`src/mempool_pkg.sv`:
```
// MemPool system shell package
// Address map, bus widths, L2 bank geometry and control register offsets
`default_nettype none

package mempool_pkg;

  // Bus types
  typedef logic [31:0] addr_t; // Byte address
  typedef logic [31:0] data_t; // Bus data word
  typedef logic [3:0]  strb_t; // Byte select

  // Control register window, end exclusive
  localparam addr_t CtrlRegistersBaseAddr = 32'h4000_0000;
  localparam addr_t CtrlRegistersEndAddr  = 32'h4001_0000;

  // L2 memory window
  localparam addr_t       L2MemoryBaseAddr = 32'h8000_0000;
  localparam int unsigned L2Size           = 1024; // Bytes

  // Boot ROM window, end inclusive
  localparam addr_t BootromBaseAddr = 32'hA000_0000;
  localparam addr_t BootromEndAddr  = 32'hA000_FFFF;

  // L2 geometry, words interleaved across banks
  localparam int unsigned NumL2Banks      = 4;
  localparam int unsigned L2BankNumWords  = 64;
  localparam int unsigned L2BankAddrWidth = 6;

  localparam int unsigned BootromNumWords = 16;

  // Decoder targets
  typedef enum logic [1:0] {
    Peripherals,
    Bootrom,
    L2Memory,
    NoTarget
  } soc_target_e;

  // Control register byte offsets
  localparam addr_t EocOffset       = 32'h0000_0000;
  localparam addr_t WakeUpOffset    = 32'h0000_0004;
  localparam addr_t TcdmStartOffset = 32'h0000_0008;
  localparam addr_t TcdmEndOffset   = 32'h0000_000C;
  localparam addr_t NumCoresOffset  = 32'h0000_0010;

  // Wake-up value that addresses every core
  localparam data_t WakeAllCores = 32'hFFFF_FFFF;

endpackage : mempool_pkg

`default_nettype wire

```
`src/sys_bus_if.sv`:
```
// Wishbone classic bus between the address decoder and one target
`timescale 1ns/1ns
`default_nettype none

interface sys_bus_if;
  import mempool_pkg::*;

  logic  cyc;
  logic  stb;
  logic  we;
  addr_t adr;   // Offset inside the target window
  data_t dat_w;
  strb_t sel;
  data_t dat_r;
  logic  ack;

  // Decoder side
  modport initiator (
    output cyc, stb, we, adr, dat_w, sel,
    input  dat_r, ack
  );

  // Memory or register side
  modport target (
    input  cyc, stb, we, adr, dat_w, sel,
    output dat_r, ack
  );

endinterface : sys_bus_if

`default_nettype wire

```
`src/ctrl_registers.sv`:
```
// Control registers
// End of computation, wake-up pulses and read-only system information
`timescale 1ns/1ns
`default_nettype none

module ctrl_registers #(
  parameter int unsigned        NumCores     = 8,
  parameter mempool_pkg::addr_t TCDMBaseAddr = 32'h0000_0000,
  parameter mempool_pkg::addr_t TCDMSize     = 32'h0001_0000
) (
  input  wire logic        clk_i,
  input  wire logic        rst_n_i,
  sys_bus_if.target        bus_i,
  output logic             eoc_valid_o,
  output logic [NumCores-1:0] wake_up_o
);
  import mempool_pkg::*;

  localparam int unsigned         NumBytes  = $bits(strb_t);
  localparam logic [NumCores-1:0] FirstCore = 1;

  logic                req;
  logic                wr;
  logic                ack_q;
  addr_t               offset;
  data_t               rdata_d;
  data_t               rdata_q;
  data_t               eoc_q;
  logic [NumCores-1:0] wake_d;
  logic [NumCores-1:0] wake_up_q;

  assign req    = bus_i.cyc & bus_i.stb & ~ack_q;
  assign wr     = req & bus_i.we;
  assign offset = {bus_i.adr[31:2], 2'b00}; // Word aligned

  // Core index, all cores, or nobody
  always_comb begin
    if (bus_i.dat_w == WakeAllCores) begin
      wake_d = '1;
    end else if (bus_i.dat_w < NumCores) begin
      wake_d = FirstCore << bus_i.dat_w;
    end else begin
      wake_d = '0;
    end
  end

  always_comb begin
    case (offset)
      EocOffset:       rdata_d = eoc_q;
      TcdmStartOffset: rdata_d = TCDMBaseAddr;
      TcdmEndOffset:   rdata_d = TCDMBaseAddr + TCDMSize;
      NumCoresOffset:  rdata_d = data_t'(NumCores);
      default:         rdata_d = '0; // Wake-up is write only
    endcase
  end

  always_ff @(posedge clk_i or negedge rst_n_i) begin
    if (!rst_n_i) begin
      ack_q     <= 1'b0;
      eoc_q     <= '0;
      wake_up_q <= '0;
    end else begin
      ack_q <= req;
      if (wr && offset == EocOffset) begin
        for (int i = 0; i < NumBytes; i++) begin
          if (bus_i.sel[i]) begin
            eoc_q[8*i +: 8] <= bus_i.dat_w[8*i +: 8];
          end
        end
      end
      // Pulse lasts for the ack cycle only
      wake_up_q <= (wr && offset == WakeUpOffset) ? wake_d : '0;
    end
  end

  always_ff @(posedge clk_i) begin
    if (req) begin
      rdata_q <= rdata_d;
    end
  end

  assign bus_i.dat_r = rdata_q;
  assign bus_i.ack   = ack_q;
  assign eoc_valid_o = eoc_q[0];
  assign wake_up_o   = wake_up_q;

endmodule : ctrl_registers

`default_nettype wire

```
`src/flat_wrapper.sv`:
```
// flat-port wrapper written by rule: the top's interface ports become plain ports
module ctrl_registers_flat import mempool_pkg::*;
#(
  parameter int unsigned        NumCores     = 8,
  parameter mempool_pkg::addr_t TCDMBaseAddr = 32'h0000_0000,
  parameter mempool_pkg::addr_t TCDMSize     = 32'h0001_0000
)
  (clk_i, rst_n_i, eoc_valid_o, wake_up_o, bus_i_cyc, bus_i_stb, bus_i_we, bus_i_adr, bus_i_dat_w, bus_i_sel, bus_i_dat_r, bus_i_ack);
  sys_bus_if bus_i_i ();
  input  wire logic clk_i;
  input  wire logic rst_n_i;
  output logic eoc_valid_o;
  output logic [NumCores-1:0] wake_up_o;
  input wire logic [$bits(bus_i_i.cyc)-1:0] bus_i_cyc;
  input wire logic [$bits(bus_i_i.stb)-1:0] bus_i_stb;
  input wire logic [$bits(bus_i_i.we)-1:0] bus_i_we;
  input wire logic [$bits(bus_i_i.adr)-1:0] bus_i_adr;
  input wire logic [$bits(bus_i_i.dat_w)-1:0] bus_i_dat_w;
  input wire logic [$bits(bus_i_i.sel)-1:0] bus_i_sel;
  output wire logic [$bits(bus_i_i.dat_r)-1:0] bus_i_dat_r;
  output wire logic [$bits(bus_i_i.ack)-1:0] bus_i_ack;
  assign bus_i_i.cyc = bus_i_cyc;
  assign bus_i_i.stb = bus_i_stb;
  assign bus_i_i.we = bus_i_we;
  assign bus_i_i.adr = bus_i_adr;
  assign bus_i_i.dat_w = bus_i_dat_w;
  assign bus_i_i.sel = bus_i_sel;
  assign bus_i_dat_r = bus_i_i.dat_r;
  assign bus_i_ack = bus_i_i.ack;
  ctrl_registers #(.NumCores(NumCores), .TCDMBaseAddr(TCDMBaseAddr), .TCDMSize(TCDMSize)) u_core (.clk_i(clk_i), .rst_n_i(rst_n_i), .bus_i(bus_i_i), .eoc_valid_o(eoc_valid_o), .wake_up_o(wake_up_o));
endmodule
```
`config.mk`:
```
export PLATFORM = sky130hd
export DESIGN_NAME = ctrl_registers_flat
export DESIGN_NICKNAME = d
export VERILOG_FILES = /design/src/mempool_pkg.sv /design/src/sys_bus_if.sv /design/src/ctrl_registers.sv /design/src/flat_wrapper.sv
export SDC_FILE = /design/constraint.sdc
export NUM_CORES = 1
export LEC_CHECK = 0
export BUFFER_PORTS_ARGS = -buffer_cell sky130_fd_sc_hd__buf_4
export CAP_MARGIN = 20
export CORE_MARGIN = 4
export CORE_UTILIZATION = 23
export CTS_CLUSTER_SIZE = 20
export DETAILED_ROUTE_END_ITERATION = 10
export PLACE_DENSITY = 0.46
export RECOVER_POWER = 25
export SKIP_CTS_REPAIR_TIMING = 1
export SLEW_MARGIN = 20
export SYNTH_ARGS = -nofsm -noshare
export SYNTH_HDL_FRONTEND = slang
export SYNTH_SLANG_ARGS = --single-unit
export TNS_END_PERCENT = 5
```
`constraint.sdc`:
```
create_clock -name clk_i -period 3.4 [get_ports clk_i]
set_input_delay 0.51 -clock clk_i [delete_from_list [all_inputs] [get_ports clk_i]]
set_output_delay 0.51 -clock clk_i [all_outputs]
set_load 0.1 [all_outputs]
```
Yosys cells after proc, flatten, opt, wreduce, memory -nomap -nowiden
Index checks and enable logic that the tools add are counted.

Bitwise logic cells: 4. Reduce and logical (&&, ||, !) cells: 7. Magnitude comparators: 1. Equality and inequality tests: 4. Mux-type cells: 4. Shift-type cells: 1.

Operators with widths (count): 32-bit case mux with 3 select lines (1); 32-bit equality test, second input constant (1); 32-bit zero test (1); 32-bit by 4-bit less-than comparator with 1-bit output, second input constant (1); 1-bit by 32-bit left shift with 8-bit output, first input constant (1); 30-bit by 1-bit equality test with 1-bit output, second input constant (1); 30-bit by 2-bit equality test with 1-bit output, second input constant (1); 30-bit by 3-bit equality test with 1-bit output, second input constant (1); 8-bit two-way mux (3); 2-bit AND reduction (4); 1-bit AND (3); 1-bit logical AND (2); 1-bit inverter (1).

Input port bits: 73. Output and inout port bits: 42. Bits in registers: 73.

Depth between registers and ports, before layout
Gate-level depths: netlist of the first run.

Word-level depth: 5. Depth in mapped cells: 5. Gate-level depth less buffers: 4.

Worst setup path before layout of the first run
No wires, ideal clock.

Path kind: register to register. Start: reg u_core.ack_q, in the netlist u_core.bus_i.ack. End: reg u_core.eoc_q[0]. Setup slack: -87 ps. Data arrival time: 3361 ps. Clock period less this slack: 3487 ps. Cell stages (with the launch flop): 5. Library setup time: 126 ps. Cells stage by stage: dfrtp_1 -> and3b_1 -> nand3_1 -> nor4_4 -> mux2_4.

Cells in the longest elaborated chain, start to end: 5.

RTL lines: start, declared (RTL line ctrl_registers.sv:24) `logic ack_q;`; start signal, assigned (RTL line ctrl_registers.sv:63) `ack_q <= req;`; 1-bit inverter (RTL line ctrl_registers.sv:32) `assign req = bus_i.cyc & bus_i.stb & ~ack_q;`; 1-bit AND (RTL line ctrl_registers.sv:32); net u_core.req (RTL line ctrl_registers.sv:22) `logic req;`; 1-bit AND (RTL line ctrl_registers.sv:33) `assign wr = req & bus_i.we;`; 1-bit logical AND (RTL line ctrl_registers.sv:64) `if (wr && offset == EocOffset) begin`; 2-bit AND reduction (no source line); end signal, assigned by index (RTL line ctrl_registers.sv:67) `eoc_q[8*i +: 8] <= bus_i.dat_w[8*i +: 8];`; end, declared (RTL line ctrl_registers.sv:28) `data_t eoc_q;`.

The timed path passes the listed nets, and every way through them passes these cells. A chain may end at the register's enable or synchronous reset.

Worst setup path in the final report of the first run
Start: reg u_core.ack_q, in the netlist u_core.bus_i.ack. End: reg u_core.rdata_q[3], in the netlist u_core.bus_i.dat_r[3], enable pin.

Cells in the longest elaborated chain, start to end: 2.

RTL lines: 1-bit inverter (RTL line ctrl_registers.sv:32); 1-bit AND (RTL line ctrl_registers.sv:32); net u_core.req (RTL line ctrl_registers.sv:22); end signal, assigned (RTL line ctrl_registers.sv:78) `rdata_q <= rdata_d;`; end, declared (RTL line ctrl_registers.sv:27) `data_t rdata_q;`.

The timed path passes the listed nets, and every way through them passes these cells.

==> impl_metrics.toml, run 1 <==
[detailed_routing]
viasPerCell = 4.250
dr_total_vias = 2214
drc_errors = 0
wl_per_cell_um = 16.66
wirelength_um = 8681
first_pass_iters = 4
ant_nets = 0
dr.first_iter.drc_count = 161

[power_and_ir_drop]
ir_drop_v = 0.0002442
finalPower_mw = 2.109
power_density_mw_per_mm2 = 464.4
p_leak_nw = 2.004

[setup_path]
critPathLaunch = "u_core.bus_i.ack"
reg2reg_depth = 2
timing.rr.start = "u_core.bus_i.ack"
crit_type = "reg2reg"
r2r_slack_ns = 0.97
cp.required_ns = 3.31
crit_end = "u_core.bus_i.dat_r[3]"
reg2reg_to = "u_core.bus_i.dat_r[3]"
cp-end-kind = "register"
worstPathCellList = "and3b_2 -> clkbuf_1"
slowest_stage = "clkbuf_1"
cpLargestDelayFamily = "buffers and inverters"
path_buf_inv = 1
arrival_ns = 2.34
crit_path_start_kind = "register"
worst-path-max-fanout = 33
cpPeakStageDelay_ns = 1.35
cp.depth = 2

[die]
core_area_mm2 = 0.01340
start_util = 0.2384
fp.dieW_um = 125.9
dieHeight_um = 125.9
die-area_mm2 = 0.01584
placementRows = 42
io_pins = 115

[clocking]
clk_path_buf_depth = 2
h-tree-depth = 3
clk_pin_slew_ns = 0.06
clkLatencyLatePin_ns = 0.32
clkSinkCount = 73
cts-buffers-inserted = 9
clock-root-buffer = "clkbuf_16"
cts_tree = "built"

[synth]
synth_common_cells = "41 x dfrtp_1, 32 x edfxtp_1, 30 x and2_1, 22 x mux2_2, 15 x nor4_1"
synth_cell_type_count = 26
synthFlopType = "dfrtp_1"
synth-edff-count = 32
synth.avg_cell_area_um2 = 14.59
synthesis.nets = 292
synth_most_common_cell = "dfrtp_1"
synth_area_leaders = "dfrtp_1 32%, edfxtp_1 30%, mux2_2 7.8%"
ys_seq_area_frac = 0.6220
syn-cell-area_mm2 = 0.003194
yosysWarnings = 0
synth_top_cell_area_share = 0.3212
synthCells = 219
synthArstFlopShare = 0.5616
synth_seq_cells = 73
synth_top_cell_by_area = "dfrtp_1"

[sta]
layout_min_cycle_time_ns = 2.431
slew_viol_final = 76
slew-limit-headroom = -0.5820
period_share = 0.7150
finalSetupViolCount = 0
hold_viol = 0
rsz0062_at_grt = "no"
fin_worst_skew_ns = 0.003153
worst_slew_pin_slew_ns = 2.373
fmax_ghz = 0.4114
timing.setup.tns_ns = 0

[outcome]
violations = "max-capacitance violations, max-slew violations"
outcome = "finished with violations"

[finish]
syn_to_final_growth_pct = 42.15
diodes = 0
num-nets-final = 413
drive_gt1_frac = 0.4783

[job]
maxCapViolations = 2

[placed_design]
hpwl_um = 6611
place_congestion = 0.7592
numPortBuffers = 112

[global_route]
grt_pass1_wl_um = 14000
track_usage = 0.1143
antenna_found_initial = 0
grt_pass1_vias = 2469
grt_overflow = 0
grt_max_degree = 42

[min_path]
min-delay-start = "bus_i_dat_w[31]"
hold_path.class = "in2reg"
registers in the layout (all words and copies together) (netlist names):
name / flops
u_core.bus_i.dat_r: 32
u_core.eoc_q: 32
u_core.wake_up_o: 8
u_core.bus_i.ack: 1
placed cells by master (no fill, tap or decap), drive strengths merged:
master / count
and3b: 1
mux2: 32
a2111oi: 1
inv: 4
nand4: 11
edfxtp: 32
clkbuf: 19
nor2b: 3
nand2: 9
o21a: 8
or4: 3
nand2b: 1
nor4: 26
clkinv: 2
nor2: 7
or2: 1
bufinv: 2
nor3: 1
buf: 107
dfrtp: 41
and2: 30
nand3: 4
logic make-up (layout without fill, tap and decap cells):
logic type / count (synthesis) / count (layout) / share of synthesized area
buffers and inverters: 8 / 134 / 0.009398
flip-flops: 73 / 73 / 0.6220
AND/OR/NAND/NOR: 97 / 97 / 0.2248
multiplexers: 32 / 32 / 0.1222
AO/OA/AOI/OAI: 9 / 9 / 0.02154
cell type report:
class	instances	area, µm²
tap	176	220.2
timing repair buffer	114	829.5
clock inverter	4	68.82
fill	1375	8860
clock buffer	12	236.5
multi-input combinational	138	1184
inverter	4	15.01
sequential	73	1987
stage by stage:
| stage | setup slack [ns] | area [µm²] | hold WS [ns] | cells | util |
|---|---|---|---|---|---|
| 4_1_cts | 1.046 | 4567 | 0.1961 | 521 | 0.3408 |
| 3_3_place_gp | 0.8402 | 4262 | 0.4583 | 505 | 0.3180 |
| 6_report | 0.9692 | 4541 | 0.4298 | 521 | 0.3388 |
| 5_1_grt | 0.5950 | 4541 | 0.4164 | 521 | 0.3388 |
| 2_1_floorplan | 0.3788 | 3196 | 0.2144 | 219 | - |
| 3_5_place_dp | 0.8361 | 4262 | 0.4712 | 505 | 0.3180 |
routing by layer:
metal / wire length (µm) / vias to the layer above / GRT usage
met2: 3956 / 83 / 0.1756
met5: 0 / - / 0
met3: 634 / 10 / 0.04191
met1: 4007 / 1054 / 0.1542
met4: 82 / 0 / 0.02776
li1: - / 1067 / -
worst min-delay path by stage:
| stage | slack (ns) | cells past startpoint | to |
|---|---|---|---|
| 2_1_floorplan | 0.21 | 0 | u_core.bus_i.ack |
| 3_3_place_gp | 0.46 | 1 | u_core.eoc_q[31] |
| 3_5_place_dp | 0.47 | 1 | u_core.eoc_q[15] |
| 4_1_cts | 0.20 | 1 | u_core.eoc_q[15] |
| 5_1_grt | 0.42 | 2 | u_core.eoc_q[4] |
| 6_report | 0.43 | 2 | u_core.eoc_q[31] |
where the power goes:
| part | internal (mW) | leakage [nW] | switching (mW) |
|---|---|---|---|
| sequential | 0.931 | 0.904 | 0.00248 |
| clock | 0.639 | 0.148 | 0.336 |
| combinational | 0.0702 | 0.952 | 0.131 |
(Power assumes the default switching activity.)
==> inputs of run 2 (changes only) <==
--- a/config.mk
+++ b/config.mk
@@ -11,7 +11,7 @@
 export CORE_UTILIZATION = 23
 export CTS_CLUSTER_SIZE = 20
 export DETAILED_ROUTE_END_ITERATION = 10
-export PLACE_DENSITY = 0.46
+export PLACE_DENSITY = 0.48
 export RECOVER_POWER = 25
 export SKIP_CTS_REPAIR_TIMING = 1
 export SLEW_MARGIN = 20
==> constraint.sdc (replaced) <==
create_clock -name clk_i -period 2.1 [get_ports clk_i]
set_input_delay 0.315 -clock clk_i [delete_from_list [all_inputs] [get_ports clk_i]]
set_output_delay 0.315 -clock clk_i [all_outputs]
set_load 0.1 [all_outputs]
==> impl_metrics.toml, run 2 (same netlist as run 1, synthesis figures left out) <==
[outcome]
outcome = "completed"

[placed_design]
numPortBuffers = 112
hpwl_um = 6544
postPlaceCellArea_mm2 = 0.004378
placedCellCount = 513
place_congestion = 0.7197

[setup_path]
crit_type = "reg2reg"
worst-path-max-fanout = 8
path_buf_inv = 1
cp-end-kind = "register"
cp.required_ns = 2.32
crit_path_start_kind = "register"
arrival_ns = 2.14
slowest_stage = "dfrtp_4"
cpLargestDelayFamily = "simple AND/OR/NAND/NOR gates"
critPathLaunch = "u_core.bus_i.ack"
worstPathCellList = "and3b_4 -> nand3_4 -> nor4_4 -> buf_12 -> mux2_4"
timing.rr.start = "u_core.bus_i.ack"
cpPeakStageDelay_ns = 0.47

[power_and_ir_drop]
ir_drop_v = 0.0003151
power_density_mw_per_mm2 = 736.0
p_leak_nw = 2.069

[finish]
diodes = 0
final_common_cell = "buf_4"
fin_area_mm2 = 0.004672
num-nets-final = 421
drive_gt1_frac = 0.5184
fillers = 1331
seq_area_mm2 = 0.001991
multi_input_area_mm2 = 0.001199
instances_no_fill = 529
syn_to_final_growth_pct = 46.26
final_cell_mix = "112 x buf_4, 40 x dfrtp_1, 32 x edfxtp_1"

[clocking]
cts-buffers-inserted = 9
clk_pin_slew_ns = 0.06
cts_tree = "built"
clk_path_buf_depth = 2
clkSinkCount = 73
clkLatencyLatePin_ns = 0.33
clock-root-buffer = "clkbuf_16"
h-tree-depth = 3

[detailed_routing]
dr_total_vias = 2226
ant_nets = 0
wl_per_cell_um = 15.92
drc_errors = 0
viasPerCell = 4.208
wirelength_um = 8421
first_pass_iters = 4
dr.first_iter.drc_count = 88

[global_route]
grt_max_degree = 42
grt_pass1_vias = 2392
antenna_found_initial = 0
grt_pass1_wl_um = 13270
track_usage = 0.1102
grt_overflow = 0

[sta]
slew_viol_final = 0
rsz0062_at_grt = "no"
finalSetupViolCount = 0
worst_slew_pin_slew_ns = 1.078
hold_viol = 0
fin_worst_skew_ns = 0.003491
period_share = 0.9178
layout_min_cycle_time_ns = 1.927
slew-limit-headroom = 0.2814
fmax_ghz = 0.5189

[job]
maxCapViolations = 0

[die]
core_area_mm2 = 0.01340
die-area_mm2 = 0.01584
io_pins = 115
fp.dieW_um = 125.9
placementRows = 42
start_util = 0.2384
dieHeight_um = 125.9

[min_path]
hold_path.class = "in2async"
## run 2: changes by cell type in the layout (fill, tap and decap cells not counted), sizes merged
cell | previous run | this run
buf | 107 | 115
clkinvlp | 0 | 2
clkbuf | 19 | 17
## run 2: worst register-to-register path: stages (launching register included)
cell     delay (ns)
dfrtp_4        0.47
and3b_4        0.35
nand3_4        0.16
nor4_4         0.36
buf_12         0.18
mux2_4         0.30
## run 2: final cells by class
cell class,count,area share
Timing Repair Buffer,122,0.2003
Multi-Input combinational cell,138,0.2566
Inverter,4,0.003214
Tap cell,176,0.04713
Clock buffer,10,0.04901
Clock inverter,6,0.01768
Sequential cell,73,0.4261
## run 2: final timing paths
| kind | end | cells past startpoint | slack (ns) |
|---|---|---|---|
| max in group asynchronous | u_core.bus_i.ack | 1 | 1.15 |
| worst max register to register | u_core.eoc_q[2] | 5 | 0.17 |
| min in group clk_i | u_core.eoc_q[31] | 2 | 0.23 |
| worst max-delay path | u_core.eoc_q[2] | 5 | 0.17 |
| worst min register to register | u_core.eoc_q[15] | 1 | 0.47 |
| worst min-delay path | u_core.eoc_q[14] | 1 | 0.17 |
## run 2: metal layers
layer | GRT usage | routed length, µm
met1 | 0.1473 | 3925
met2 | 0.1699 | 3797
met3 | 0.03980 | 596
met4 | 0.03028 | 100
met5 | 0 | 0
## run 2: through the flow
stage	util	worst slack (ns)	setup TNS (ns)	total power, mW	hold WS, ns
floorplan	-	-0.4364	-10.46	1.680	0.01941
global placement	0.3267	0.05142	0	1.870	0.3474
CTS	0.3500	0.1432	0	3.481	-0.006940
detailed placement	0.3267	0.05209	0	1.872	0.3483
finish	0.3486	0.1727	0	3.439	0.1659
global route	0.3486	0.1013	0	3.567	0.2274
## run 2: power by group
part | switching, mW | internal [mW]
logic | 0.210 | 0.116
clock network | 0.571 | 1.03
registers | 0.00378 | 1.51
