**config.mk**
```make
export PLATFORM = sky130hd
export DESIGN_NAME = soc_addr_decoder_flat
export DESIGN_NICKNAME = d
export VERILOG_FILES = /design/src/mempool_pkg.sv /design/src/sys_bus_if.sv /design/src/soc_addr_decoder.sv /design/src/flat_wrapper.sv
export SDC_FILE = /design/constraint.sdc
export NUM_CORES = 1
export LEC_CHECK = 0
export BUFFER_PORTS_ARGS = -buffer_cell sky130_fd_sc_hd__buf_2
export CORE_AREA = 5 5 157 159
export CTS_BUF_LIST = sky130_fd_sc_hd__clkbuf_4
export CTS_CLUSTER_SIZE = 8
export DETAILED_ROUTE_END_ITERATION = 6
export DIE_AREA = 0 0 162 164
export GPL_TIMING_DRIVEN = 0
export PLACE_DENSITY = 0.51
export SYNTH_ARGS = -nofsm -noshare
export SYNTH_HDL_FRONTEND = slang
export SYNTH_SLANG_ARGS = --single-unit
```
**constraint.sdc**
```tcl
create_clock -name clk_i -period 3.3 [get_ports clk_i]
set_clock_uncertainty 0.1 [all_clocks]
set_input_delay 0.495 -clock clk_i [delete_from_list [all_inputs] [get_ports clk_i]]
set_output_delay 0.495 -clock clk_i [all_outputs]
set_load 0.1 [all_outputs]
```
**src/mempool_pkg.sv**
```systemverilog
// MemPool system shell package
// Address map, bus widths, L2 bank geometry and control register offsets
`default_nettype none

package mempool_pkg;

  // Bus types
  typedef logic [31:0] addr_t; // Byte address
  typedef logic [31:0] data_t; // Bus data word
  typedef logic [3:0]  strb_t; // Byte select

  // Control register window, end exclusive
  localparam addr_t CtrlRegistersBaseAddr = 32'h4000_0000;
  localparam addr_t CtrlRegistersEndAddr  = 32'h4001_0000;

  // L2 memory window
  localparam addr_t       L2MemoryBaseAddr = 32'h8000_0000;
  localparam int unsigned L2Size           = 1024; // Bytes

  // Boot ROM window, end inclusive
  localparam addr_t BootromBaseAddr = 32'hA000_0000;
  localparam addr_t BootromEndAddr  = 32'hA000_FFFF;

  // L2 geometry, words interleaved across banks
  localparam int unsigned NumL2Banks      = 4;
  localparam int unsigned L2BankNumWords  = 64;
  localparam int unsigned L2BankAddrWidth = 6;

  localparam int unsigned BootromNumWords = 16;

  // Decoder targets
  typedef enum logic [1:0] {
    Peripherals,
    Bootrom,
    L2Memory,
    NoTarget
  } soc_target_e;

  // Control register byte offsets
  localparam addr_t EocOffset       = 32'h0000_0000;
  localparam addr_t WakeUpOffset    = 32'h0000_0004;
  localparam addr_t TcdmStartOffset = 32'h0000_0008;
  localparam addr_t TcdmEndOffset   = 32'h0000_000C;
  localparam addr_t NumCoresOffset  = 32'h0000_0010;

  // Wake-up value that addresses every core
  localparam data_t WakeAllCores = 32'hFFFF_FFFF;

endpackage : mempool_pkg

`default_nettype wire

```
**src/sys_bus_if.sv**
```systemverilog
// Wishbone classic bus between the address decoder and one target
`timescale 1ns/1ns
`default_nettype none

interface sys_bus_if;
  import mempool_pkg::*;

  logic  cyc;
  logic  stb;
  logic  we;
  addr_t adr;   // Offset inside the target window
  data_t dat_w;
  strb_t sel;
  data_t dat_r;
  logic  ack;

  // Decoder side
  modport initiator (
    output cyc, stb, we, adr, dat_w, sel,
    input  dat_r, ack
  );

  // Memory or register side
  modport target (
    input  cyc, stb, we, adr, dat_w, sel,
    output dat_r, ack
  );

endinterface : sys_bus_if

`default_nettype wire

```
**src/soc_addr_decoder.sv**
```systemverilog
// SoC address decoder
// Routes the external Wishbone bus to one target and answers unmapped accesses with an error
`timescale 1ns/1ns
`default_nettype none

module soc_addr_decoder (
  input  wire logic               clk_i,
  input  wire logic               rst_n_i,
  input  wire logic               wb_cyc_i,
  input  wire logic               wb_stb_i,
  input  wire logic               wb_we_i,
  input  wire mempool_pkg::addr_t wb_adr_i,
  input  wire mempool_pkg::data_t wb_dat_i,
  input  wire mempool_pkg::strb_t wb_sel_i,
  output mempool_pkg::data_t      wb_dat_o,
  output logic                    wb_ack_o,
  output logic                    wb_err_o,
  sys_bus_if.initiator            bus_ctrl_o,
  sys_bus_if.initiator            bus_rom_o,
  sys_bus_if.initiator            bus_l2_o
);
  import mempool_pkg::*;

  localparam addr_t L2MemoryEndAddr = L2MemoryBaseAddr + addr_t'(L2Size);

  soc_target_e target;
  logic        sel_ctrl;
  logic        sel_rom;
  logic        sel_l2;
  logic        err_access;
  logic        err_q;

  always_comb begin
    target = NoTarget;
    if (wb_adr_i >= CtrlRegistersBaseAddr && wb_adr_i < CtrlRegistersEndAddr) begin
      target = Peripherals;
    end else if (wb_adr_i >= L2MemoryBaseAddr && wb_adr_i < L2MemoryEndAddr) begin
      target = L2Memory;
    end else if (wb_adr_i >= BootromBaseAddr && wb_adr_i <= BootromEndAddr) begin
      target = Bootrom;
    end
  end

  assign sel_ctrl   = (target == Peripherals);
  assign sel_l2     = (target == L2Memory);
  assign sel_rom    = (target == Bootrom) && !wb_we_i; // ROM is read only
  assign err_access = (target == NoTarget) || ((target == Bootrom) && wb_we_i);

  assign bus_ctrl_o.cyc   = wb_cyc_i & sel_ctrl;
  assign bus_ctrl_o.stb   = wb_stb_i & sel_ctrl;
  assign bus_ctrl_o.we    = wb_we_i;
  assign bus_ctrl_o.adr   = sel_ctrl ? wb_adr_i - CtrlRegistersBaseAddr : '0;
  assign bus_ctrl_o.dat_w = wb_dat_i;
  assign bus_ctrl_o.sel   = wb_sel_i;

  assign bus_rom_o.cyc   = wb_cyc_i & sel_rom;
  assign bus_rom_o.stb   = wb_stb_i & sel_rom;
  assign bus_rom_o.we    = wb_we_i;
  assign bus_rom_o.adr   = sel_rom ? wb_adr_i - BootromBaseAddr : '0;
  assign bus_rom_o.dat_w = wb_dat_i;
  assign bus_rom_o.sel   = wb_sel_i;

  assign bus_l2_o.cyc   = wb_cyc_i & sel_l2;
  assign bus_l2_o.stb   = wb_stb_i & sel_l2;
  assign bus_l2_o.we    = wb_we_i;
  assign bus_l2_o.adr   = sel_l2 ? wb_adr_i - L2MemoryBaseAddr : '0;
  assign bus_l2_o.dat_w = wb_dat_i;
  assign bus_l2_o.sel   = wb_sel_i;

  // Error pulse with the same latency as a target ack
  always_ff @(posedge clk_i or negedge rst_n_i) begin
    if (!rst_n_i) begin
      err_q <= 1'b0;
    end else begin
      err_q <= wb_cyc_i & wb_stb_i & err_access & ~err_q;
    end
  end

  always_comb begin
    case (target)
      Peripherals: wb_dat_o = bus_ctrl_o.dat_r;
      Bootrom:     wb_dat_o = bus_rom_o.dat_r;
      L2Memory:    wb_dat_o = bus_l2_o.dat_r;
      default:     wb_dat_o = '0;
    endcase
  end

  assign wb_ack_o = bus_ctrl_o.ack | bus_rom_o.ack | bus_l2_o.ack;
  assign wb_err_o = err_q;

endmodule : soc_addr_decoder

`default_nettype wire

```
**src/flat_wrapper.sv**
```systemverilog
// flat-port wrapper written by rule: the top's interface ports become plain ports
module soc_addr_decoder_flat import mempool_pkg::*;
  (clk_i, rst_n_i, wb_cyc_i, wb_stb_i, wb_we_i, wb_adr_i, wb_dat_i, wb_sel_i, wb_dat_o, wb_ack_o, wb_err_o, bus_ctrl_o_cyc, bus_ctrl_o_stb, bus_ctrl_o_we, bus_ctrl_o_adr, bus_ctrl_o_dat_w, bus_ctrl_o_sel, bus_ctrl_o_dat_r, bus_ctrl_o_ack, bus_rom_o_cyc, bus_rom_o_stb, bus_rom_o_we, bus_rom_o_adr, bus_rom_o_dat_w, bus_rom_o_sel, bus_rom_o_dat_r, bus_rom_o_ack, bus_l2_o_cyc, bus_l2_o_stb, bus_l2_o_we, bus_l2_o_adr, bus_l2_o_dat_w, bus_l2_o_sel, bus_l2_o_dat_r, bus_l2_o_ack);
  sys_bus_if bus_ctrl_o_i ();
  sys_bus_if bus_rom_o_i ();
  sys_bus_if bus_l2_o_i ();
  input  wire logic clk_i;
  input  wire logic rst_n_i;
  input  wire logic wb_cyc_i;
  input  wire logic wb_stb_i;
  input  wire logic wb_we_i;
  input  wire mempool_pkg::addr_t wb_adr_i;
  input  wire mempool_pkg::data_t wb_dat_i;
  input  wire mempool_pkg::strb_t wb_sel_i;
  output mempool_pkg::data_t wb_dat_o;
  output logic wb_ack_o;
  output logic wb_err_o;
  output wire logic [$bits(bus_ctrl_o_i.cyc)-1:0] bus_ctrl_o_cyc;
  output wire logic [$bits(bus_ctrl_o_i.stb)-1:0] bus_ctrl_o_stb;
  output wire logic [$bits(bus_ctrl_o_i.we)-1:0] bus_ctrl_o_we;
  output wire logic [$bits(bus_ctrl_o_i.adr)-1:0] bus_ctrl_o_adr;
  output wire logic [$bits(bus_ctrl_o_i.dat_w)-1:0] bus_ctrl_o_dat_w;
  output wire logic [$bits(bus_ctrl_o_i.sel)-1:0] bus_ctrl_o_sel;
  input wire logic [$bits(bus_ctrl_o_i.dat_r)-1:0] bus_ctrl_o_dat_r;
  input wire logic [$bits(bus_ctrl_o_i.ack)-1:0] bus_ctrl_o_ack;
  output wire logic [$bits(bus_rom_o_i.cyc)-1:0] bus_rom_o_cyc;
  output wire logic [$bits(bus_rom_o_i.stb)-1:0] bus_rom_o_stb;
  output wire logic [$bits(bus_rom_o_i.we)-1:0] bus_rom_o_we;
  output wire logic [$bits(bus_rom_o_i.adr)-1:0] bus_rom_o_adr;
  output wire logic [$bits(bus_rom_o_i.dat_w)-1:0] bus_rom_o_dat_w;
  output wire logic [$bits(bus_rom_o_i.sel)-1:0] bus_rom_o_sel;
  input wire logic [$bits(bus_rom_o_i.dat_r)-1:0] bus_rom_o_dat_r;
  input wire logic [$bits(bus_rom_o_i.ack)-1:0] bus_rom_o_ack;
  output wire logic [$bits(bus_l2_o_i.cyc)-1:0] bus_l2_o_cyc;
  output wire logic [$bits(bus_l2_o_i.stb)-1:0] bus_l2_o_stb;
  output wire logic [$bits(bus_l2_o_i.we)-1:0] bus_l2_o_we;
  output wire logic [$bits(bus_l2_o_i.adr)-1:0] bus_l2_o_adr;
  output wire logic [$bits(bus_l2_o_i.dat_w)-1:0] bus_l2_o_dat_w;
  output wire logic [$bits(bus_l2_o_i.sel)-1:0] bus_l2_o_sel;
  input wire logic [$bits(bus_l2_o_i.dat_r)-1:0] bus_l2_o_dat_r;
  input wire logic [$bits(bus_l2_o_i.ack)-1:0] bus_l2_o_ack;
  assign bus_ctrl_o_cyc = bus_ctrl_o_i.cyc;
  assign bus_ctrl_o_stb = bus_ctrl_o_i.stb;
  assign bus_ctrl_o_we = bus_ctrl_o_i.we;
  assign bus_ctrl_o_adr = bus_ctrl_o_i.adr;
  assign bus_ctrl_o_dat_w = bus_ctrl_o_i.dat_w;
  assign bus_ctrl_o_sel = bus_ctrl_o_i.sel;
  assign bus_ctrl_o_i.dat_r = bus_ctrl_o_dat_r;
  assign bus_ctrl_o_i.ack = bus_ctrl_o_ack;
  assign bus_rom_o_cyc = bus_rom_o_i.cyc;
  assign bus_rom_o_stb = bus_rom_o_i.stb;
  assign bus_rom_o_we = bus_rom_o_i.we;
  assign bus_rom_o_adr = bus_rom_o_i.adr;
  assign bus_rom_o_dat_w = bus_rom_o_i.dat_w;
  assign bus_rom_o_sel = bus_rom_o_i.sel;
  assign bus_rom_o_i.dat_r = bus_rom_o_dat_r;
  assign bus_rom_o_i.ack = bus_rom_o_ack;
  assign bus_l2_o_cyc = bus_l2_o_i.cyc;
  assign bus_l2_o_stb = bus_l2_o_i.stb;
  assign bus_l2_o_we = bus_l2_o_i.we;
  assign bus_l2_o_adr = bus_l2_o_i.adr;
  assign bus_l2_o_dat_w = bus_l2_o_i.dat_w;
  assign bus_l2_o_sel = bus_l2_o_i.sel;
  assign bus_l2_o_i.dat_r = bus_l2_o_dat_r;
  assign bus_l2_o_i.ack = bus_l2_o_ack;
  soc_addr_decoder u_core (.clk_i(clk_i), .rst_n_i(rst_n_i), .wb_cyc_i(wb_cyc_i), .wb_stb_i(wb_stb_i), .wb_we_i(wb_we_i), .wb_adr_i(wb_adr_i), .wb_dat_i(wb_dat_i), .wb_sel_i(wb_sel_i), .wb_dat_o(wb_dat_o), .wb_ack_o(wb_ack_o), .wb_err_o(wb_err_o), .bus_ctrl_o(bus_ctrl_o_i), .bus_rom_o(bus_rom_o_i), .bus_l2_o(bus_l2_o_i));
endmodule
```
; ---- Word-level counts from Yosys, hierarchy flattened
; Cells that the tools add are included.
[totals]
out_inout_bits = 247
reg_bits = 1
elab_cells = 40
[classes]
n_eq_ne = 3
order_cmp = 6
add_sub_neg = 3
muxes = 7
reduce_logical = 8
n_bitwise = 12
[op_table]
columns = operator, n
row1 = two-way mux 32 bit, 3
row2 = one-hot mux 32 bit (3 select lines), 1
row3 = greater-or-equal comparator 32 bit (second input constant), 2
row4 = subtractor 32 bit (second input constant), 2
row5 = greater-or-equal comparator 32 x 31 -> 1 bit (second input constant), 1
row6 = less-or-equal comparator 32 bit (second input constant), 1
row7 = less-than comparator 32 x 31 -> 1 bit (second input constant), 1
row8 = less-than comparator 32 bit (second input constant), 1
row9 = subtractor 32 x 31 -> 32 bit (second input constant), 1
row10 = bitwise AND 1 bit, 9
row11 = two-way mux 2 bit, 3
row12 = logical AND 1 bit, 5
row13 = == test 2 bit (second input constant), 2
row14 = == test 2 x 1 -> 1 bit (second input constant), 1
row15 = logical NOT 2 bit, 1
row16 = bitwise OR 1 bit, 2
row17 = logical NOT 1 bit, 1
row18 = logical OR 1 bit, 1
row19 = NOT 1 bit, 1

; ---- Depth between registers and ports, before layout
; Gate-level depths: netlist (run 1).
[depth]
depth_word = 10
mapped_depth = 9
mapped_depth_nobuf = 7

; ---- Least setup slack after synthesis (run 1)
; No wires, ideal clock.
[synth_path]
path_kind = input to output
from = input port wb_adr_i[30]
to = output port bus_rom_o_adr[10]
arrival_time_ps = 5012
n_path_buf = 1
path_stages = 8
path_slack_ps = -2307
cell_sequence = inv_1 > ha_1 > inv_1 > or3_1 > a211oi_2 > nand3b_1 > clkbuf_1 > nor4b_1
[synth_via]
elab_chain_cells = 8
elab_cells_between_ends = 15
classes_between = order compare (6) / eq/ne (1) / mux (4) / reduce/logical (4)
[synth_lines]
columns = item, line
row1 = start: declaration, flat_wrapper.sv:12  ; input wire mempool_pkg::addr_t wb_adr_i;
row2 = greater-or-equal comparator 32 bit or less-or-equal comparator 32 bit (tied branches), soc_addr_decoder.sv:39  ; end else if (wb_adr_i >= BootromBaseAddr && wb_adr_i <= BootromEndAddr) begin
row3 = logical AND 1 bit, soc_addr_decoder.sv:39
row4 = two-way mux 2 bit, soc_addr_decoder.sv:39
row5 = two-way mux 2 bit, soc_addr_decoder.sv:37  ; end else if (wb_adr_i >= L2MemoryBaseAddr && wb_adr_i < L2MemoryEndAddr) begin
row6 = two-way mux 2 bit *, soc_addr_decoder.sv:35  ; if (wb_adr_i >= CtrlRegistersBaseAddr && wb_adr_i < CtrlRegistersEndAddr) begin
row7 = == test 2 x 1 -> 1 bit *, soc_addr_decoder.sv:46  ; assign sel_rom = (target == Bootrom) && !wb_we_i;
row8 = logical AND 1 bit *, soc_addr_decoder.sv:46
row9 = two-way mux 32 bit *, soc_addr_decoder.sv:59  ; assign bus_rom_o.adr = sel_rom ? wb_adr_i - BootromBaseAddr : '0;
row10 = end: declaration, flat_wrapper.sv:29  ; output wire logic [$bits(bus_rom_o_i.adr)-1:0] bus_rom_o_adr;
; Every way passes the cells marked *; elsewhere a longest branch is shown, timed or not.

; ---- Worst setup path in the final report (run 1)
[layout_path]
from = input port wb_adr_i[20]
to = output port wb_dat_o[14]
[layout_via]
elab_chain_cells = 7
elab_cells_between_ends = 16
classes_between = order compare (6) / eq/ne (2) / mux (4) / reduce/logical (4)
[layout_lines]
columns = item, line
row1 = greater-or-equal comparator 32 bit or less-or-equal comparator 32 bit (tied branches), soc_addr_decoder.sv:39
row2 = logical AND 1 bit, soc_addr_decoder.sv:39
row3 = two-way mux 2 bit, soc_addr_decoder.sv:39
row4 = two-way mux 2 bit, soc_addr_decoder.sv:37
row5 = two-way mux 2 bit *, soc_addr_decoder.sv:35
row6 = == test 2 bit (tied with other cells), soc_addr_decoder.sv:80  ; case (target)
row7 = one-hot mux 32 bit (3 select lines) *, soc_addr_decoder.sv:80
row8 = end: declaration, flat_wrapper.sv:15  ; output mempool_pkg::data_t wb_dat_o;
; Marks and branches as above.

==> results of run 1 <==
-- placed cells by master (no fill, tap or decap), drive strengths merged, types with 8 or more instances in the layout --
cell type | synthesis | layout
buf | 133 | 482
conb | 1 | 14
nor4b | 19 | 19
o32a | 32 | 32
o2111ai | 32 | 32
and3 | 34 | 34
clkbuf | 39 | 63
nor4 | 8 | 8
a2bb2oi | 32 | 32
and2 | 31 | 31
inv | 36 | 36
-- final cells by class --
cell class	count	share of cell area (%)
plain buffers	168	17.1
inverters	36	2.11
multi-input cells	238	40.6
flip-flops and latches	1	0.349
well taps	290	5.06
repair buffers	377	34.8
-- power groups by stage --
stage               sequential, uW  combinational (uW)  clock (uW)
global route                  13.7                2140           0
CTS                           13.6                2050           0
floorplan                     18.4                1620           0
detailed placement            13.6                1950           0
finish                        13.6                2080           0
global placement              13.5                1950           0
-- worst register-to-register path: stages, from the launching register on --
cell	delay [ns]
dfrtp_1	0.36
nand3b_1	0.15
nor4b_1	0.24
-- routing by layer --
metal | track usage [%] | routed length, um | vias to the layer above
li1 | - | - | 2240
met1 | 16.3 | 7780 | 2161
met2 | 25.9 | 10900 | 191
met3 | 2.11 | 1270 | 8
met4 | 0.154 | 38 | 4
met5 | 0 | 21 | -
-- cell families after synthesis --
family	synth area share, %
buf+inv	41.5
simple gates	24.3
compound gates	30.5
fa+ha+maj	2.42
xor+xnor	0.283
flops	0.807
other cells	0.121
-- stage by stage --
step | setup TNS (ns) | instance area, um2 | instances | setup WS (ns)
after floorplan | -7.12 | 4010 | 447 | -0.573
final | 0 | 7170 | 1110 | 0.0832
after global routing | -0.0378 | 7170 | 1110 | -0.0197
after global placement | -84.71 | 6220 | 1105 | -1.23
after detailed placement | -82.33 | 6220 | 1105 | -1.16
after CTS | 0 | 6860 | 1112 | 0.000234
-- worst paths after layout --
path                                 start         endpoint  slack (ns)  cells past startpoint
min in group clk_i         u_core.wb_err_o  u_core.wb_err_o        0.43                      2
max in group asynchronous          rst_n_i  u_core.wb_err_o        2.85                      1
min reg2reg                u_core.wb_err_o  u_core.wb_err_o        0.43                      2
max reg2reg                u_core.wb_err_o  u_core.wb_err_o        2.33                      2
max                           wb_adr_i[20]     wb_dat_o[14]        0.08                      9
min                                rst_n_i  u_core.wb_err_o        0.17                      1
-- timing repair --
item | in CTS | in global routing
resized for setup | 182 | 89
setup endpoints to repair | 120 | 99
pin swaps | 5 | 4
hold buffers | 0 | 0
cloned | 1 | 0
endpoints found under the hold margin | 0 | 0
setup buffers | 8 | 0
==> metrics.md, run 1 <==
| Metric | Value |
|---|---|
| Status | finished clean |
| RSZ-0062 raised after global routing | true |
| Yosys cell types | 34 |
| Pint | 546 uW |
| Clk pwr share | 0% |
| Final setup vio count | 0 |
| Fin. Hold Viols | 0 |
| Top-count cell post-synth | buf_4 |
| Share of cells above drive strength 1 | 77.0% |
| Total power | 2090 uW |
| F_max | 0.311 GHz |
| Mapped cell area | 3100 um2 |
| Rows | 56 |
| Cell count after synthesis | about 430 |
| Cell accounting for the most synthesized area | buf_4 |
| Die H | 164 um |
| Core Region | 23,100 um2 |
| Final Max Tran Viols | 0 |
| Worst path arrival time | 2.62 ns |
| Commonest cells post-synth | 125 x buf_4, 38 x clkbuf_1, 35 x inv_1 |
| Tcrit/Tclk final | 97.5% |
| Final ANT Viol Nets | 0 |
| WP buf/inv | 4 |
| Number of global-route vias before repair | 4,710 |
| Fraction of registers with async set/reset | 100% |
| Fill count | about 2,500 |
| Max reg flops | 1 |
| Worst hold slack | 0.169 ns |
| CP Cell Sequence | buf_2 -> nor4_4 -> nand4_1 -> a211o_1 -> buf_4 -> buf_6 -> o32a_1 -> a2bb2oi_4 -> buf_6 |
| Initial antenna violation count | 2 |
| Multi-input logic area | about 2900 um2 |
| MaxCap Viol Count | 0 |
| Reg power frac | 0.6% |
| Top cell family by delay on the critical path | compound AO/OA/AOI/OAI gates |
| Ys Warns | 0 |
| DRT Pass-1 Iters | 4 |
| Cell leakage power | 0.00354 uW |
| Net Switching | 1550 uW |
| Sequential area share after synthesis | 0.807% |
| Initial Util | about 13% |
| Sw Ratio | roughly three quarters |
| Port bufs | 368 |
| Ys flop type | dfrtp_1 |
| Syn Area/Cell | 7.14 um2 |
| Die Wd | 162 um |
| Worst path max stage delay | 0.39 ns |
| Kind of end point of the critical path | output port |
| Crit-path max FO | 10 |
| Final Net Count | 1,000 |
| First-pass GRT wire length | 28,100 um |
| Gr usage total | 13.3% |
| Fin crit period | 3.22 ns |
| Top post-synthesis cells by area | buf_4 30%, o32a_1 10%, a2bb2oi_1 9.0% |
| Critical Path RT | 2.70 ns |
| Io pins | 419 |
| Max VDD drop | approximately 0.00014 V |
| Final core utilization | 31.0% |
| Power per Cell Area | 292 nW/um2 |
| Crit Path Category | primary input to output port |
| Largest net degree at the start of global routing | 11 |
| Worst path slowest cell | o32a_1 |
| Post-DP HPWL | 17,000 um |
| Routed WL per cell | 18.1 um |
| Comb power frac | 99.4% |
| FF/Latch Area | 25.0 um2 |
| Grt ovf | 0 |
| ANT cells | 0 |
| Post-synth top area share | between 30 and 40% |
| Die area | 26,600 um2 |
| Drt drc | 0 |
| Worst-margin pin slew | 0.588 ns |
| Clock Pin Slew Worst Setup and Hold Paths | 0 ns |
| Number of synthesized flops with an enable pin | 0 |
| WL final | 20,000 um |
| Most common cell on crit path | buf_6 |
| Worst skew pair latency | 0 ns |
| HP Class | primary input to async pin |
| Initial DRC Count | 160 |
| Growth of design area from synthesis to finish | 131% |
| Via Count | 4,604 |
| Seq cells post-synth | 1 |
| Worst setup SP type | primary input |
| Relative slew slack | 60.8% |
| Via/cell ratio | between 4 and 5 |
| Placer Congestion | 0.776 |
(Power assumes the default switching activity.)
==> run 2: changes to the inputs <==
--- a/config.mk
+++ b/config.mk
@@ -13,6 +13,7 @@
 export DIE_AREA = 0 0 162 164
 export GPL_TIMING_DRIVEN = 0
 export PLACE_DENSITY = 0.51
+export SETUP_SLACK_MARGIN = 0.3
 export SYNTH_ARGS = -nofsm -noshare
 export SYNTH_HDL_FRONTEND = slang
 export SYNTH_SLANG_ARGS = --single-unit
==> constraint.sdc (replaced) <==
create_clock -name clk_i -period 3.6 [get_ports clk_i]
set_clock_uncertainty 0.1 [all_clocks]
set_input_delay 0.54 -clock clk_i [delete_from_list [all_inputs] [get_ports clk_i]]
set_output_delay 0.54 -clock clk_i [all_outputs]
set_load 0.1 [all_outputs]
==> run 2 against run 1 <==
  * Critical path depth up 3
  * Critical path type unchanged
  * Global-route usage down 0.21 points
  * Via count up 1.6%
  * Combinational power down 4%
==> metrics.md, run 2 (synthesis gave the netlist of run 1 again) <==
| Metric | Value |
|---|---|
| Number of global-route vias before repair | 4,742 (+0.68%) |
| Most common cell on crit path | buf_12 |
| Final setup vio count | 0 (unchanged) |
| Post-DP HPWL | 16,500 um (-3.4%) |
| Worst setup path start | wb_adr_i[30] |
| Pint | 574 uW (+5.3%) |
| Rows | 56 (unchanged) |
| Fin. Hold Viols | 0 (unchanged) |
| Sw Ratio | 71.3% (-2.6 points) |
| Crit-path max FO | 10 (unchanged) |
| ANT cells | 0 (unchanged) |
| Final Net Count | 1,018 (+1.8%) |
| Share of cells above drive strength 1 | 78.4% (+1.4 points) |
| Net Switching | 1430 uW (-7.7%) |
| Via/cell ratio | 4.15 (about the same) |
| Initial Util | 13.4% (unchanged) |
| Cell leakage power | 0.00380 uW (+7.2%) |
| First-pass GRT wire length | 28,000 um (-0.61%) |
| Worst path slowest cell | or3_4 |
| Die Wd | 162 um (unchanged) |
| Worst-margin pin slew | 0.535 ns (-0.0530 ns) |
| Most common cell after layout, fill and taps aside | buf_2 |
| Worst path max stage delay | 0.36 ns (-0.03 ns) |
| Most frequent cells in the layout | 247 x buf_2, 180 x buf_4, 56 x buf_6 |
| Grt ovf | 0 (unchanged) |
| Io pins | 419 (unchanged) |
| Worst r2r path cells | 2 (unchanged) |
| Setup TNS | 0 ns (unchanged) |
| Fill count | 2,416 (-3.4%) |
| Final Max Tran Viols | 0 (unchanged) |
| Critical Path RT | 2.96 ns (+0.26 ns) |
| Core Region | 23,100 um2 (unchanged) |
| RSZ-0062 raised after global routing | true |
| Max Used Layer | met5 |
| Worst path arrival time | 2.66 ns (+0.04 ns) |
| WL final | 20,000 um (-0.38%) |
| Fin crit period | 3.30 ns |
| Kind of end point of the critical path | output port |
| Power per Cell Area | 259 nW/um2 (-11%) |
| Tcrit/Tclk final | between 90 and 100% |
| Hold buffers post-CTS | 0 (unchanged) |
| Wire length on met2 | 10,700 um (-2.3%) |
| Initial antenna violation count | 2 (unchanged) |
| MaxCap Viol Count | 0 (unchanged) |
| Clock Pin Slew Worst Setup and Hold Paths | 0 ns (unchanged) |
| Die H | 164 um (unchanged) |
| DRT Pass-1 Iters | 4 (unchanged) |
| Relative slew slack | 64.4% (+3.5 points) |
| Total power | 2000 uW (-4.3%) |
| Met3 WL | 1450 um (+14%) |
| Drt drc | 0 (unchanged) |
| F_max | 0.303 GHz |
| Initial DRC Count | 147 (-8.1%) |
| CP Cell Sequence | buf_12 -> inv_16 -> ha_4 -> inv_2 -> or3_4 -> a211oi_4 -> buf_12 -> buf_12 -> clkbuf_2 -> o2111ai_2 -> a2bb2oi_4 -> buf_12 |
| Largest net degree at the start of global routing | 11 (unchanged) |
| Reg power frac | 0.6% (about the same) |
| Via Count | 4,678 (+1.6%) |
| Final ANT Viol Nets | 0 (unchanged) |
| Gr usage total | 13.1% (-0.21 points) |
| Port bufs | 368 (unchanged) |
| R2R Path Start | u_core.wb_err_o |
| Reg2Reg Setup Slack | 2.58 ns (+0.25 ns) |
| HP Class | primary input to async pin |
| Growth of design area from synthesis to finish | 150% |
| Clk pwr share | 0% (unchanged) |
| Placer Congestion | 0.769 (-0.85%) |
| Worst reg2reg path endpoint | u_core.wb_err_o |
| Die area | 26,600 um2 (unchanged) |
| Worst setup SP type | primary input |
| Worst skew pair latency | 0 ns (unchanged) |
| Status | finished clean |
| Max VDD drop | 0.000141 V (+3.3%) |
| Routed WL per cell | 17.7 um (-2.0%) |
| Routed met1 length | 7550 um (-3.0%) |
| Max reg flops | 1 (unchanged) |
| Comb power frac | 99.4% (about the same) |
| Crit Path Category | primary input to output port |
==> run 2: worst max-delay path by stage <==
stage | to | slack (ns) | cells after the start
2_1_floorplan | bus_rom_o_adr[10] | 0.09 | 8
3_3_place_gp | wb_dat_o[31] | -0.96 | 9
3_5_place_dp | wb_dat_o[31] | -0.90 | 9
4_1_cts | bus_l2_o_stb | 0.25 | 8
5_1_grt | bus_rom_o_adr[10] | 0.20 | 12
6_report | wb_dat_o[16] | 0.30 | 12
==> run 2: metrics by stage <==
stage | std cells | utilization (%) | hold slack (ns) | setup slack (ns) | area (um2)
6_report | 1128 | 33.5 | 0.214 | 0.299 | 7740
5_1_grt | 1128 | 33.5 | 0.218 | 0.198 | 7740
4_1_cts | 1122 | 31.6 | 0.216 | 0.248 | 7310
3_5_place_dp | 1105 | 26.5 | 0.216 | -0.898 | 6130
3_3_place_gp | 1105 | 26.5 | 0.215 | -0.964 | 6130
2_1_floorplan | 447 | - | 0.144 | 0.0941 | 3930
==> run 2: repair_timing <==
item / 4_1_cts / 5_1_grt
resized for setup: 294 / 97
pin swaps: 11 / 5
endpoints found under the setup margin: 120 / 118
gates cloned: 3 / 2
buffers inserted: 14 / 4
==> run 2: worst max-delay path: cells and delay by family <==
kind	cells	cell delay [ns]
buffers and inverters	7	0.90
AOI/OAI and AO/OA	3	0.73
adders and majority gates	1	0.12
and+or+nand+nor	1	0.36
==> run 2: power by group through the flow <==
stage	sequential, uW	clock (uW)	combinational [uW]
detailed placement	12.3	0	1770
finish	12.3	0	1990
global placement	12.3	0	1760
floorplan	16.9	0	1460
CTS	12.3	0	1940
global route	12.3	0	2050
==> run 2: layout make-up <==
cell class | count | area (um2) | area share [%]
plain buffers | 172 | 1330 | 17.2
flip-flops and latches | 1 | 25.0 | 0.323
inverters | 36 | 151 | 1.96
well taps | 290 | 363 | 4.69
multi-input cells | 238 | 2820 | 36.5
repair buffers | 391 | 3040 | 39.3
==> run 2: layer usage <==
metal / GRT usage, % / vias up
met4: 1.08 / 4
li1: - / 2277
met1: 15.6 / 2161
met3: 2.66 / 18
met2: 25.2 / 218
met5: 0 / -
==> run 3: changes to the inputs <==
--- a/config.mk
+++ b/config.mk
@@ -5,7 +5,7 @@
 export SDC_FILE = /design/constraint.sdc
 export NUM_CORES = 1
 export LEC_CHECK = 0
-export BUFFER_PORTS_ARGS = -buffer_cell sky130_fd_sc_hd__buf_2
+export BUFFER_PORTS_ARGS = -buffer_cell sky130_fd_sc_hd__clkbuf_2
 export CORE_AREA = 5 5 157 159
 export CTS_BUF_LIST = sky130_fd_sc_hd__clkbuf_4
 export CTS_CLUSTER_SIZE = 8
==> run 3 against run 2 <==
  * Maximum frequency fell by 1.5%
  * Worst setup slack lost 0.050 ns
  * Sequential cell count unchanged
  * Critical path type unchanged
  * Highest routed layer unchanged
==> metrics.md, run 3 (synthesis gave the netlist of run 1 again) <==
| Metric | Value |
|---|---|
| Status | finished clean |
| Worst reg2reg path endpoint | u_core.wb_err_o |
| Growth of design area from synthesis to finish | 163% |
| Worst skew pair latency | 0 ns (unchanged) |
| Worst path max stage delay | 0.38 ns (+0.02 ns) |
| First-pass GRT wire length | 29,200 um (+4.4%) |
| Tcrit/Tclk final | 93.1% (+1.4 points) |
| Initial Util | 13.4% (unchanged) |
| Core Region | 23,100 um2 (unchanged) |
| Rows | 56 (unchanged) |
| HP Class | primary input to async pin |
| Gr usage total | 13.6% (+0.54 points) |
| Clock Pin Slew Worst Setup and Hold Paths | 0 ns (unchanged) |
| Initial antenna violation count | 2 (unchanged) |
| Worst setup SP type | primary input |
| Worst path arrival time | 2.71 ns (+0.05 ns) |
| Worst-margin pin slew | 0.553 ns (+0.0187 ns) |
| Die area | 26,600 um2 (unchanged) |
| Worst path slowest cell | nor4b_4 |
| Share of cells above drive strength 1 | 79.6% (+1.2 points) |
| Port bufs | 368 (unchanged) |
| Placer Congestion | 0.773 (+0.52%) |
| Final ANT Viol Nets | 0 (unchanged) |
| Crit Path Category | primary input to output port |
| Die Wd | 162 um (unchanged) |
| Critical Path RT | 2.96 ns (about the same) |
| Via Count | 4,735 (+1.2%) |
| WL final | 20,100 um (+0.47%) |
| Post-DP HPWL | 16,600 um (+0.99%) |
| Cell leakage power | 0.00399 uW (+4.9%) |
| Largest net degree at the start of global routing | 12 (+1) |
| Initial DRC Count | 178 (+21%) |
| Final setup vio count | 0 (unchanged) |
| Inst Count DP | 1,105 (unchanged) |
| Final core utilization | 35.2% (+1.8 points) |
| Final Max Tran Viols | 0 (unchanged) |
| Top cell family by delay on the critical path | simple AND/OR/NAND/NOR gates |
| CP Cell Sequence | clkbuf_2 -> nand4_1 -> or3_4 -> a211oi_4 -> buf_12 -> nand3b_1 -> buf_6 -> clkbuf_16 -> nor4b_4 -> buf_8 |
| Reg2Reg Setup Slack | 2.58 ns (about the same) |
| Max reg flops | 1 (unchanged) |
| Grt ovf | 0 (unchanged) |
| Crit-path max FO | 5 (-5) |
| DRT Pass-1 Iters | 4 (unchanged) |
| Most frequent cells in the layout | 258 x clkbuf_2, 174 x buf_4, 33 x inv_1 |
| Final setup margin | 0.249 ns (-0.0502 ns) |
| MaxCap Viol Count | 0 (unchanged) |
| Kind of end point of the critical path | output port |
| Number of global-route vias before repair | 4,828 (+1.8%) |
| R2R Path Start | u_core.wb_err_o |
| Hold buffers post-CTS | 0 (unchanged) |
| Worst setup path start | wb_adr_i[8] |
| WP buf/inv | 5 (-2) |
| Layout Cells excl Fill | 1,133 (+0.44%) |
| Fin crit period | 3.35 ns (+0.0502 ns) |
| Power per Cell Area | 250 nW/um2 (-3.3%) |
| F_max | 0.298 GHz (-1.5%) |
| Routed WL per cell | 17.7 um (about the same) |
| Worst r2r path cells | 2 (unchanged) |
| Dpl ws | -0.986 ns (-0.0881 ns) |
| Relative slew slack | 63.3% (-1.1 points) |
| Die H | 164 um (unchanged) |
| Setup TNS | 0 ns (unchanged) |
| Max VDD drop | 0.000147 V (+3.9%) |
| Drt drc | 0 (unchanged) |
| Final Net Count | 1,023 (+0.49%) |
| Fin. Hold Viols | 0 (unchanged) |
| Io pins | 419 (unchanged) |
| RSZ-0062 raised after global routing | true |
| Via/cell ratio | 4.18 (+0.77%) |
| Most common cell after layout, fill and taps aside | clkbuf_2 |
| ANT cells | 0 (unchanged) |
run 3: changes by cell type in the layout (fill, tap and decap cells not counted), sizes merged:
cell | previous run | this run
buf | 528 | 256
clkbuf | 35 | 312
run 3: final cells by class:
type / count / area (um2)
fill: 2386 / 15000
timing repair buffer: 396 / 3330
multi-input combinational: 238 / 2920
buffer: 172 / 1360
tap: 290 / 363
inverter: 36 / 151
sequential: 1 / 25.0
run 3: repair_timing:
item                                   CTS  global route
endpoints found under the hold margin    0             0
gates cloned                             3             0
setup endpoints to repair              120           117
pin swaps                               17            14
resized for setup                      289           190
buffers inserted                        20             5
run 3: worst register-to-register path, stage by stage (launching register included):
cell and delay [ns]:
dfrtp_1 0.35, nand3b_1 0.15, nor4b_1 0.29
run 3: worst max path at each step:
stage               slack (ns)                 to  cells past startpoint
floorplan                 0.09  bus_rom_o_adr[10]                      8
global placement         -1.03       wb_dat_o[31]                      8
detailed placement       -0.99       wb_dat_o[31]                      8
CTS                       0.24  bus_rom_o_adr[10]                     12
global route              0.16  bus_rom_o_adr[10]                     12
finish                    0.25  bus_rom_o_adr[10]                     10
run 3: power breakdown:
part	switching [uW]	internal, uW	total [uW]	leakage (uW)
sequential	0.294	12.1	12.4	0.0000135
combinational	1430	589	2020	0.00397
clock	0	0	0	0
run 3: stage by stage:
step / hold WS [ns] / area (um2) / total power [uW]
final: 0.215 / 8150 / 2040
after global routing: 0.221 / 8150 / 2100
after CTS: 0.216 / 7660 / 1970
after detailed placement: 0.216 / 6130 / 1780
after global placement: 0.216 / 6130 / 1770
after floorplan: 0.144 / 3930 / 1480
run 3: layer usage:
metal  share of wire (%)  global-route usage [%]
met5                0.17                       0
met4                0.62                    1.11
met3                 7.4                    2.86
met2                  55                    26.3
met1                  37                    16.1
